==> src/hdl/bridge_consts.svh <==
`ifndef BRIDGE_CONSTS_SVH
`define BRIDGE_CONSTS_SVH

// Bus widths
`define BRIDGE_ADDR_W 32
`define BRIDGE_DATA_W 32

// Byte buffer shared by write and read data
`define BRIDGE_BUF_BYTES 64
`define BRIDGE_BUF_IDX_W 6   // log2 of buffer depth

// Wait cycles allowed per beat before giving up
`define BRIDGE_AXI_TIMEOUT 2500

// AXI response codes
`define AXI_RESP_OKAY 2'b00

`endif
==> src/hdl/bridge_cmd_pkg.sv <==
`include "bridge_consts.svh"

package bridge_cmd_pkg;

    // Command byte, rw in bit 7
    typedef struct packed {
        logic       rw;     // 1 = read
        logic       inc;    // 1 = incrementing address
        logic [1:0] size;   // 0/1/2 = 1/2/4 bytes
        logic [3:0] len;    // Beats minus one
    } cmd_t;

    typedef enum logic [7:0] {
        status_ok         = 8'h00,
        status_addr_align = 8'h03,
        status_timeout    = 8'h04,
        status_slverr     = 8'h05
    } status_t;

    // Job handed from decode to the engine
    typedef struct packed {
        cmd_t                       cmd;
        logic [`BRIDGE_ADDR_W-1:0]  addr;
        logic                       bad_addr;
        logic [2:0]                 width;     // Bytes per beat
    } xfer_t;

    // One accepted read beat
    typedef struct packed {
        logic [`BRIDGE_DATA_W-1:0]    rdata;
        logic [1:0]                   addr_lo;
        logic [1:0]                   size;
        logic [`BRIDGE_BUF_IDX_W-1:0] idx;
    } rd_beat_t;

    typedef logic [`BRIDGE_BUF_BYTES-1:0][7:0] byte_buf_t;

    // Size field to bytes, 0 for the invalid code
    function automatic logic [2:0] size_to_width(input logic [1:0] size);
        case (size)
            2'd0:    return 3'd1;
            2'd1:    return 3'd2;
            2'd2:    return 3'd4;
            default: return 3'd0;
        endcase
    endfunction

endpackage

==> src/hdl/axi_lite_pkg.sv <==
`include "bridge_consts.svh"

package axi_lite_pkg;

    // Master driven side of the bus
    typedef struct packed {
        logic                         awvalid;
        logic [`BRIDGE_ADDR_W-1:0]    awaddr;
        logic [2:0]                   awprot;
        logic                         wvalid;
        logic [`BRIDGE_DATA_W-1:0]    wdata;
        logic [`BRIDGE_DATA_W/8-1:0]  wstrb;
        logic                         bready;
        logic                         arvalid;
        logic [`BRIDGE_ADDR_W-1:0]    araddr;
        logic [2:0]                   arprot;
        logic                         rready;
    } axi_req_t;

    // Slave driven side of the bus
    typedef struct packed {
        logic                         awready;
        logic                         wready;
        logic                         bvalid;
        logic [1:0]                   bresp;
        logic                         arready;
        logic                         rvalid;
        logic [`BRIDGE_DATA_W-1:0]    rdata;
        logic [1:0]                   rresp;
    } axi_rsp_t;

endpackage

==> src/hdl/axi_lite_master.sv <==
`include "bridge_consts.svh"

module axi_lite_master
    import axi_lite_pkg::*;
    import bridge_cmd_pkg::*;
(
    input  logic                        clk,
    input  logic                        rst,
    input  cmd_t                        cmd,
    input  logic [`BRIDGE_ADDR_W-1:0]   addr,
    input  byte_buf_t                   wr_buf,
    input  logic                        start,
    output logic                        done,
    output status_t                     status,
    output byte_buf_t                   rd_buf,
    output logic [`BRIDGE_BUF_IDX_W:0]  rd_count,
    output axi_req_t                    axi_req,
    input  axi_rsp_t                    axi_rsp
);

    xfer_t     job;
    logic      job_valid;
    logic      busy;
    rd_beat_t  rd_beat;
    logic      rd_beat_valid;
    logic      cmd_start;

    // Stage 1, command capture and alignment check
    cmd_decode decode0 (
        .clk       (clk),
        .rst       (rst),
        .start     (start),
        .busy      (busy),
        .cmd       (cmd),
        .addr      (addr),
        .job       (job),
        .job_valid (job_valid)
    );

    // Stage 2, AXI channel sequencing
    beat_engine engine0 (
        .clk           (clk),
        .rst           (rst),
        .job           (job),
        .job_valid     (job_valid),
        .wr_buf        (wr_buf),
        .axi_req       (axi_req),
        .axi_rsp       (axi_rsp),
        .busy          (busy),
        .done          (done),
        .status        (status),
        .rd_beat       (rd_beat),
        .rd_beat_valid (rd_beat_valid),
        .cmd_start     (cmd_start)
    );

    // Stage 3, read data collection
    read_assembler assembler0 (
        .clk           (clk),
        .rst           (rst),
        .cmd_start     (cmd_start),
        .rd_beat       (rd_beat),
        .rd_beat_valid (rd_beat_valid),
        .rd_buf        (rd_buf),
        .rd_count      (rd_count)
    );

endmodule

==> src/hdl/read_assembler.sv <==
`include "bridge_consts.svh"

module read_assembler
    import bridge_cmd_pkg::*;
(
    input  logic                        clk,
    input  logic                        rst,
    input  logic                        cmd_start,
    input  rd_beat_t                    rd_beat,
    input  logic                        rd_beat_valid,
    output byte_buf_t                   rd_buf,
    output logic [`BRIDGE_BUF_IDX_W:0]  rd_count
);

    localparam int CNT_W = `BRIDGE_BUF_IDX_W + 1;

    logic [2:0]       width;
    logic [3:0][7:0]  beat_bytes;   // Beat bytes in address order

    assign width = size_to_width(rd_beat.size);

    // Rotate rdata so the addressed lane comes first
    always_comb begin
        logic [1:0] lane;
        for (int k = 0; k < 4; k++) begin
            lane = rd_beat.addr_lo + 2'(k);
            beat_bytes[k] = rd_beat.rdata[lane*8 +: 8];
        end
    end

    always_ff @(posedge clk) begin
        if (cmd_start) begin
            rd_buf <= '0;
        end else if (rd_beat_valid) begin
            for (int k = 0; k < 4; k++) begin
                if (k < width) rd_buf[rd_beat.idx + `BRIDGE_BUF_IDX_W'(k)] <= beat_bytes[k];
            end
        end
    end

    always_ff @(posedge clk) begin
        if (rst) begin
            rd_count <= '0;
        end else if (cmd_start) begin
            rd_count <= '0;
        end else if (rd_beat_valid) begin
            rd_count <= CNT_W'(rd_beat.idx) + CNT_W'(width);   // Last beat leaves the total
        end
    end

    // Engine stepping must keep every beat inside the buffer
    a_in_buffer: assert property (
        @(posedge clk) disable iff (rst)
        rd_beat_valid |-> (rd_beat.idx + width) <= `BRIDGE_BUF_BYTES
    );

endmodule

==> src/hdl/beat_engine.sv <==
`include "bridge_consts.svh"

module beat_engine
    import axi_lite_pkg::*;
    import bridge_cmd_pkg::*;
(
    input  logic      clk,
    input  logic      rst,
    input  xfer_t     job,
    input  logic      job_valid,
    input  byte_buf_t wr_buf,
    output axi_req_t  axi_req,
    input  axi_rsp_t  axi_rsp,
    output logic      busy,
    output logic      done,
    output status_t   status,
    output rd_beat_t  rd_beat,
    output logic      rd_beat_valid,
    output logic      cmd_start
);

    localparam int WAIT_W = $clog2(`BRIDGE_AXI_TIMEOUT + 1);

    typedef enum logic [3:0] {
        st_idle, st_check,
        st_wr_addr, st_wr_data, st_wr_resp,
        st_rd_addr, st_rd_data,
        st_next, st_finish
    } state_t;

    state_t                        state, state_nxt;
    xfer_t                         job_q;
    logic [`BRIDGE_ADDR_W-1:0]     cur_addr;
    logic [3:0]                    beat_cnt;
    logic [`BRIDGE_BUF_IDX_W-1:0]  byte_idx;
    logic [WAIT_W-1:0]             wait_cnt;
    status_t                       status_q;
    logic                          in_bus, timed_out, last_beat, any_hs;
    logic                          aw_hs, w_hs, b_hs, ar_hs, r_hs;
    logic [`BRIDGE_DATA_W-1:0]     wdata;
    logic [`BRIDGE_DATA_W/8-1:0]   wstrb;

    assign in_bus    = state inside {st_wr_addr, st_wr_data, st_wr_resp, st_rd_addr, st_rd_data};
    assign timed_out = (wait_cnt >= `BRIDGE_AXI_TIMEOUT);
    assign last_beat = (beat_cnt == job_q.cmd.len);

    assign aw_hs  = axi_req.awvalid && axi_rsp.awready;
    assign w_hs   = axi_req.wvalid  && axi_rsp.wready;
    assign b_hs   = axi_req.bready  && axi_rsp.bvalid;
    assign ar_hs  = axi_req.arvalid && axi_rsp.arready;
    assign r_hs   = axi_req.rready  && axi_rsp.rvalid;
    assign any_hs = aw_hs | w_hs | b_hs | ar_hs | r_hs;

    always_comb begin
        state_nxt = state;
        case (state)
            st_idle:    if (job_valid) state_nxt = st_check;
            st_check: begin
                if (job_q.bad_addr)   state_nxt = st_finish;   // No bus activity at all
                else if (job_q.cmd.rw) state_nxt = st_rd_addr;
                else                   state_nxt = st_wr_addr;
            end
            st_wr_addr: if (aw_hs) state_nxt = st_wr_data; else if (timed_out) state_nxt = st_finish;
            st_wr_data: if (w_hs)  state_nxt = st_wr_resp; else if (timed_out) state_nxt = st_finish;
            st_wr_resp: if (b_hs)  state_nxt = st_next;    else if (timed_out) state_nxt = st_finish;
            st_rd_addr: if (ar_hs) state_nxt = st_rd_data; else if (timed_out) state_nxt = st_finish;
            st_rd_data: if (r_hs)  state_nxt = st_next;    else if (timed_out) state_nxt = st_finish;
            st_next: begin
                if (last_beat)         state_nxt = st_finish;
                else if (job_q.cmd.rw) state_nxt = st_rd_addr;
                else                   state_nxt = st_wr_addr;
            end
            st_finish:  state_nxt = st_idle;
            default:    state_nxt = st_idle;
        endcase
    end

    always_ff @(posedge clk) begin
        if (rst) begin
            state    <= st_idle;
            beat_cnt <= '0;
            byte_idx <= '0;
            wait_cnt <= '0;
            status_q <= status_ok;
        end else begin
            state <= state_nxt;
            if (in_bus && !timed_out) begin
                wait_cnt <= wait_cnt + 1'b1;
            end else if (!in_bus) begin
                wait_cnt <= '0;   // Fresh budget for every beat
            end
            if (cmd_start) begin
                beat_cnt <= '0;
                byte_idx <= '0;
                status_q <= status_ok;
            end
            if (state == st_check && job_q.bad_addr) status_q <= status_addr_align;
            if ((b_hs && axi_rsp.bresp != `AXI_RESP_OKAY) ||
                (r_hs && axi_rsp.rresp != `AXI_RESP_OKAY)) begin
                status_q <= status_slverr;   // Sticky, later beats keep running
            end
            if (in_bus && timed_out && !any_hs) status_q <= status_timeout;
            if (state == st_next && !last_beat) begin
                beat_cnt <= beat_cnt + 1'b1;
                byte_idx <= byte_idx + job_q.width;
            end
        end
    end

    // Job and address registers
    always_ff @(posedge clk) begin
        if (cmd_start) begin
            job_q    <= job;
            cur_addr <= job.addr;
        end else if (state == st_next && !last_beat && job_q.cmd.inc) begin
            cur_addr <= cur_addr + job_q.width;
        end
    end

    // Write bytes go to the lanes picked by the low address bits
    always_comb begin
        logic [1:0] lane;
        wdata = '0;
        for (int k = 0; k < 4; k++) begin
            lane = cur_addr[1:0] + 2'(k);
            if (k < job_q.width) begin
                wdata[lane*8 +: 8] = wr_buf[byte_idx + `BRIDGE_BUF_IDX_W'(k)];
            end
        end
        case (job_q.width)
            3'd1:    wstrb = 4'b0001 << cur_addr[1:0];
            3'd2:    wstrb = 4'b0011 << cur_addr[1:0];
            3'd4:    wstrb = 4'b1111;
            default: wstrb = 4'b0000;
        endcase
    end

    always_comb begin
        axi_req         = '0;
        axi_req.awvalid = (state == st_wr_addr);
        axi_req.awaddr  = cur_addr;
        axi_req.awprot  = 3'b000;   // Unprivileged, secure, data
        axi_req.wvalid  = (state == st_wr_data);
        axi_req.wdata   = wdata;
        axi_req.wstrb   = wstrb;
        axi_req.bready  = (state == st_wr_resp);
        axi_req.arvalid = (state == st_rd_addr);
        axi_req.araddr  = cur_addr;
        axi_req.arprot  = 3'b000;
        axi_req.rready  = (state == st_rd_data);
    end

    assign rd_beat.rdata   = axi_rsp.rdata;
    assign rd_beat.addr_lo = cur_addr[1:0];
    assign rd_beat.size    = job_q.cmd.size;
    assign rd_beat.idx     = byte_idx;
    assign rd_beat_valid   = r_hs;

    assign cmd_start = (state == st_idle) && job_valid;
    assign busy      = (state != st_idle);
    assign done      = (state == st_finish);
    assign status    = status_q;

    a_one_channel: assert property (
        @(posedge clk) disable iff (rst)
        $onehot0({axi_req.awvalid, axi_req.wvalid, axi_req.bready,
                  axi_req.arvalid, axi_req.rready})
    );

    // AW must not be withdrawn before the slave takes it
    a_aw_hold: assert property (
        @(posedge clk) disable iff (rst)
        (axi_req.awvalid && !axi_rsp.awready && !timed_out) |=> axi_req.awvalid
    );

    a_done_pulse: assert property (
        @(posedge clk) disable iff (rst)
        done |=> !done
    );

endmodule

==> src/hdl/cmd_decode.sv <==
`include "bridge_consts.svh"

module cmd_decode
    import bridge_cmd_pkg::*;
(
    input  logic                      clk,
    input  logic                      rst,
    input  logic                      start,
    input  logic                      busy,
    input  cmd_t                      cmd,
    input  logic [`BRIDGE_ADDR_W-1:0] addr,
    output xfer_t                     job,
    output logic                      job_valid
);

    logic accept;

    // Start alignment check on the low address bits
    function automatic logic addr_bad(input logic [1:0] size, input logic [1:0] lo);
        case (size)
            2'd0:    return 1'b0;
            2'd1:    return lo[0];        // Halfword needs an even address
            2'd2:    return |lo;          // Word needs a word address
            default: return 1'b1;         // Size code 3 is never valid
        endcase
    endfunction

    // Engine still idle during the job_valid cycle, so block that one too
    assign accept = start && !busy && !job_valid;

    always_ff @(posedge clk) begin
        if (rst) begin
            job_valid <= 1'b0;
        end else begin
            job_valid <= accept;
        end
    end

    // Job payload, only meaningful with job_valid
    always_ff @(posedge clk) begin
        if (accept) begin
            job.cmd      <= cmd;
            job.addr     <= addr;
            job.width    <= size_to_width(cmd.size);
            job.bad_addr <= addr_bad(cmd.size, addr[1:0]);
        end
    end

    // A new job must never overlap a running command
    a_no_job_while_busy: assert property (
        @(posedge clk) disable iff (rst)
        job_valid |-> !busy
    );

endmodule

==> config.mk <==
export PLATFORM = sky130hd
export DESIGN_NAME = axi_lite_master
export DESIGN_NICKNAME = d
export VERILOG_FILES = /design/src/hdl/bridge_cmd_pkg.sv /design/src/hdl/axi_lite_pkg.sv /design/src/hdl/axi_lite_master.sv /design/src/hdl/read_assembler.sv /design/src/hdl/beat_engine.sv /design/src/hdl/cmd_decode.sv
export VERILOG_INCLUDE_DIRS = /design/src /design/src/hdl
export SDC_FILE = /design/constraint.sdc
export NUM_CORES = 2
export LEC_CHECK = 0
export BUFFER_PORTS_ARGS = -buffer_cell sky130_fd_sc_hd__buf_2
export CORE_AREA = 5 5 478 480
export CTS_BUF_LIST = sky130_fd_sc_hd__clkbuf_4
export CTS_CLUSTER_SIZE = 20
export DETAILED_ROUTE_END_ITERATION = 12
export DIE_AREA = 0 0 483 485
export GPL_ROUTABILITY_DRIVEN = 0
export PLACE_DENSITY = 0.44
export SYNTH_ARGS = -nofsm -noshare
export SYNTH_HDL_FRONTEND = slang
export SYNTH_SLANG_ARGS = --single-unit
==> constraint.sdc <==
create_clock -name clk -period 15.1 [get_ports clk]
set_input_delay 4.53 -clock clk [delete_from_list [all_inputs] [get_ports clk]]
set_output_delay 4.53 -clock clk [all_outputs]
set_load 0.02 [all_outputs]
# Word-level counts from Yosys, hierarchy flattened
# Index checks and enable logic that the tools add are counted.
dict set report totals {
  elab_cells 262
  regBits 637
  in_bits 596
}
dict set report op_classes {
  add_sub_neg 15
  n_reduce_logical 42
  n_lt_le_gt_ge 17
  shifts 14
  n_mux 64
  eq_ne 18
  bitwise 5
}
# operator n
set ops {}
lappend ops {{two-way mux 512 bit} 10}
lappend ops {{bitwise mux 512 bit} 4}
lappend ops {{binary-select mux 8 bit (select 6 bit)} 4}
lappend ops {{demux 8 bit (select 6 bit)} 4}
lappend ops {{two-way mux 32 bit} 6}
lappend ops {{negator 5 -> 34 bit} 4}
lappend ops {{variable shift 8 x 34 -> 32 bit (first input constant)} 4}
lappend ops {{indexed part select 8 x 34 -> 32 bit} 4}
lappend ops {{indexed part select 32 x 6 -> 8 bit} 4}
lappend ops {{bitwise mux 32 bit} 3}
lappend ops {{two-way mux 8 bit} 8}
lappend ops {{two-way mux 4 bit} 11}
lappend ops {{adder 32 x 3 -> 32 bit} 1}
lappend ops {{bitwise AND 32 bit} 1}
lappend ops {{one-hot mux 4 bit (8 select lines)} 1}
lappend ops {{< comparator 6 x 7 -> 1 bit (second input constant)} 4}
lappend ops {{greater-or-equal comparator 6 x 1 -> 1 bit (second input constant)} 4}
lappend ops {{two-way mux 12 bit} 2}
lappend ops {{logical AND 1 bit} 20}
lappend ops {{one-hot mux 3 bit (3 select lines)} 2}
lappend ops {{== test 4 x 3 -> 1 bit (second input constant)} 4}
lappend ops {{two-way mux 3 bit} 5}
lappend ops {{adder 12 x 1 -> 12 bit (second input constant)} 1}
lappend ops {{adder 6 x 2 -> 6 bit (second input constant)} 2}
lappend ops {{35 further kinds} 62}

# Depth between registers and ports, before layout
dict set report logic_depth {
  ltp_word 18
  depth_mapped 21
  ltp_nobuf 11
}

# Cells and area by module
# From an unflattened synthesis, not the netlist that was laid out.
dict set report hier_totals {
  hier_cells 7478
  area_unflattened_um2 63294.5
}
# module cells_each area_each_um2 n_inst
set modules_own_cells {}
lappend modules_own_cells {read_assembler 5256 38964.9 1}
lappend modules_own_cells {beat_engine 2169 22937.0 1}
lappend modules_own_cells {cmd_decode 53 1392.6 1}

# Least setup slack after synthesis
# Ideal clock, no wire load.
dict set report synth_timing {
  kind {input-to-output}
  start {in wr_buf[235] (netlist bit)}
  end {out axi_req[69] (netlist bit)}
  arrival_time_ns 6.450
  setup_slack_ns 4.120
  n_path_buf 0
  stages 7
  cell_sequence {mux4_2 -> mux4_2 -> nand2_1 -> o31ai_1 -> a2111oi_4 -> o221ai_1 -> a22o_1}
}
# element line_no
set synth_lines {}
lappend synth_lines {{from (decl)} axi_lite_master.sv:11} ;# input byte_buf_t wr_buf,
lappend synth_lines {{to (decl)} axi_lite_master.sv:17} ;# output axi_req_t axi_req,

==> out/results.tsv <==
stage	metric	value	unit
floorplan	fp.dieH	485	um
placement	port_buffers	1223	
global_routing	first_pass_grt_wire_length	588000	um
timing	fin_crit_sh	84.0	%
clock_network	cts_tree	yes	
synthesis	yosys_most_used_dff	sky130_fd_sc_hd__dfxtp_1	
floorplan	row_count	174	
synthesis	synthesis.area	62700	um2
route	drt-total-wl	439000	um
clock_network	htreeDepth	4	
global_routing	grt_antenna_before_repair	230	
synthesis	muxShareOfSynthArea	27.1	%
global_routing	first_global_vias	69000	
clock_network	clock_sink_count	637	
route	vias	75400	
timing	report.final.setup_viol	0	
setup_path	critical_path_fanouts_max	3	
cells_and_area	syn2layout_area_growth	18.2	%
clock_network	ctsRootBufferMaster	sky130_fd_sc_hd__clkbuf_4	
status	outcome	finished with violations	
run	cap_violations	1	
timing	max_slew_margin	0.896	%
route	route.antenna.remaining_nets	0	
status	violations	capacitance limit	
synthesis	post_synth_and_or_nand_nor_area_fraction	16.4	%
pwr	leakagePower	28.7	nW
timing	timing.final.max_slew_violations	0	
route	avgViaCountPerCell	6.39	
cells_and_area	final_util	33.1	%
clock_network	hold_buffers	0	
synthesis	synthDominantAreaCellType	sky130_fd_sc_hd__mux4_2	
synthesis	synthesis.instances	7656	
floorplan	coreArea	224000	um2
clock_network	cts_resized	0	
placement	place.detailed.instances	11200	
timing	max_slew.worst_pin.slew	1480	ps
global_routing	grt_overflow	0	
synthesis	post_synth_xor_area_fraction	1.03	%
synthesis	synth_compound_area_share	26.5	%
clock_network	clk_latency_worst_skew_pair	1390	ps
cells_and_area	finalNetCount	9024	
setup_path	timing.critical_path.required	10570	ps
route	drt_first_pass_iters	8	
clock_network	cts_buffer_depth	3	
synthesis	synth_cell_type_count	91	
setup_path	critical_path_class	input pin to output port	
pwr	cellPowerDensity	65.7	nW/um2
synthesis	postSynth.asyncResetShare	0	%
synthesis	yosys.cell_count.top_type	sky130_fd_sc_hd__nand2_1	
synthesis	syn_avg_cell_area	8.18	um2
timing	tns	0	ps
clock_network	cts-buffers-inserted	207	
floorplan	die_x	483	um
synthesis	synth.yosys.warnings	0	
pwr	vdd_ir_drop_max	77.4	uV
route	remaining_drc_errors	0	
synthesis	yosys-top-cells-count	sky130_fd_sc_hd__nand2_1, sky130_fd_sc_hd__a21oi_1, sky130_fd_sc_hd__nor2_1	
floorplan	num_io_pins	1235	
clock_network	cts_post_setup_buffers_inserted	0	
timing	maxClockFrequency	78.8	MHz
route	detail_route.wl_per_cell	37.2	um
floorplan	start_util	28.0	%
synthesis	number_of_flops_mapped_to_enable_cells_by_yosys	88	
placement	dp_hpwl	302000	um
global_routing	grt_max_degree	191	
synthesis	synth_top_family_by_area	multiplexers	
timing	skew	216	ps
synthesis	ys_top_cells_by_area	sky130_fd_sc_hd__mux4_2, sky130_fd_sc_hd__dfxtp_1, sky130_fd_sc_hd__mux2i_1, sky130_fd_sc_hd__o211ai_1, sky130_fd_sc_hd__a21oi_1	
synthesis	synth-adder-area-share	0.715	%
floorplan	die_area	234000	um2
global_routing	groute.usage.overall	35.2	%
setup_path	setup.worst_path.end_class	output port	
timing	finalCriticalPeriod	12690	ps
synthesis	synth_largest_type_area_fraction	18.5	%
route	first_iter_violations	10900	
synthesis	synth_seq_area_share	21.8	%
synthesis	ff_latch_count_synth	637	
setup_path	category_of_the_worst_setup_path_launch_point	input pin	
cells_and_area	final_layout_size_suffix_gt1_share	28.5	%
cells_and_area	instances_no_fill	11800	
setup_path	cp.arrival	8160	ps
clock_network	cts.clk_slew.worst_paths	60	ps
timing	finalHoldViolCount	0	
hold_path	timing.hold.worst.class	flip-flop to flip-flop	
timing	setup_repair_after_global_routing_missed_its_margin	no	
power breakdown:
group          internal (mW)  switching (mW)
clock                  0.922           0.954
sequential              1.74          0.0185
combinational          0.289           0.938
total                   2.96            1.91
cell families (layout without fill, tap and decap cells):
family,after synthesis,after routing
AOI/OAI and AO/OA,2539,2539
and+or+nand+nor,2404,2404
muxes,1050,1050
buffers and inverters,923,1796
DFF,637,637
xor gates and xnor gates,68,68
adders and majority gates,34,34
other,1,289
critical path: stages:
cell	delay, ps
sky130_fd_sc_hd__buf_2	130
sky130_fd_sc_hd__mux4_2	470
sky130_fd_sc_hd__mux2i_1	670
sky130_fd_sc_hd__o22ai_1	270
sky130_fd_sc_hd__nor4_1	1150
sky130_fd_sc_hd__o32a_1	320
sky130_fd_sc_hd__nor2_1	50
sky130_fd_sc_hd__or3_1	400
sky130_fd_sc_hd__buf_2	180
path summary, 6_finish.rpt:
kind / slack, ps / depth (start not counted) / from / to
setup / recovery: 2410 / 9 / wr_buf[497] / axi_req[43]
setup reg to reg: 9360 / 11 / engine0.byte_idx[1]$_SDFFE_PP0P_ / assembler0.rd_buf[374]$_SDFFE_PP0P_
hold / removal: 420 / 0 / decode0.job[2]$_DFFE_PP_ / engine0.job_q[2]$_DFFE_PP_
hold reg to reg: 420 / 0 / decode0.job[2]$_DFFE_PP_ / engine0.job_q[2]$_DFFE_PP_
layer usage:
metal | global-route usage (%) | routed length, um | vias up
met5 | 0 | 299 | -
met4 | 27.7 | 39400 | 52
met3 | 11.4 | 50900 | 1495
met2 | 53.1 | 191000 | 5835
met1 | 41.3 | 158000 | 36900
li1 | - | - | 31100
registers in the layout (all words and copies together), names as in the netlist, 4 cells and up:
| signal | flops |
|---|---|
| assembler0.rd_buf | 512 |
| assembler0.rd_count | 7 |
| decode0.job | 44 |
| engine0.beat_cnt | 4 |
| engine0.byte_idx | 6 |
| engine0.cur_addr | 32 |
| engine0.job_q | 10 |
| engine0.state | 4 |
| engine0.wait_cnt | 12 |
through the flow:
step	hold slack, ps	power, mW	cell area [um2]	setup WS [ps]
2_1_floorplan	400	2.32	62700	4120
3_3_place_gp	401	2.97	70700	2510
3_5_place_dp	405	2.98	70700	2570
4_1_cts	413	4.86	73300	2560
5_1_grt	414	4.98	73800	2480
6_report	416	4.87	74000	2410
cell type report:
class,instances,area (um2)
diodes,278,696
clock buffers,297,2230
clock inverters,57,349
fillers,23900,150000
inverters,24,113
multi-input cells,6106,45600
flip-flops and latches,637,13600
well taps,2992,3740
repair buffers,1418,7660
placed cells by master (no fill, tap or decap), drive strengths merged, types with 14 or more instances in the layout:
master,count
a21oi,850
buf,1418
edfxtp,88
o211ai,627
nand4,52
nor4,18
a32o,20
dfxtp,549
or2,23
ha,31
xor2,42
diode,278
o22ai,64
a211oi,156
o21ai,356
and2,16
clkbuf,297
a32oi,22
nand3,408
o221a,15
xnor2,26
a22o,201
mux4,516
a211o,99
inv,28
and3,17
nor2,778
mux2i,528
nor3,54
nand2,974
a31oi,21
clkinv,49
nor2b,14
(Power assumes the default switching activity.)
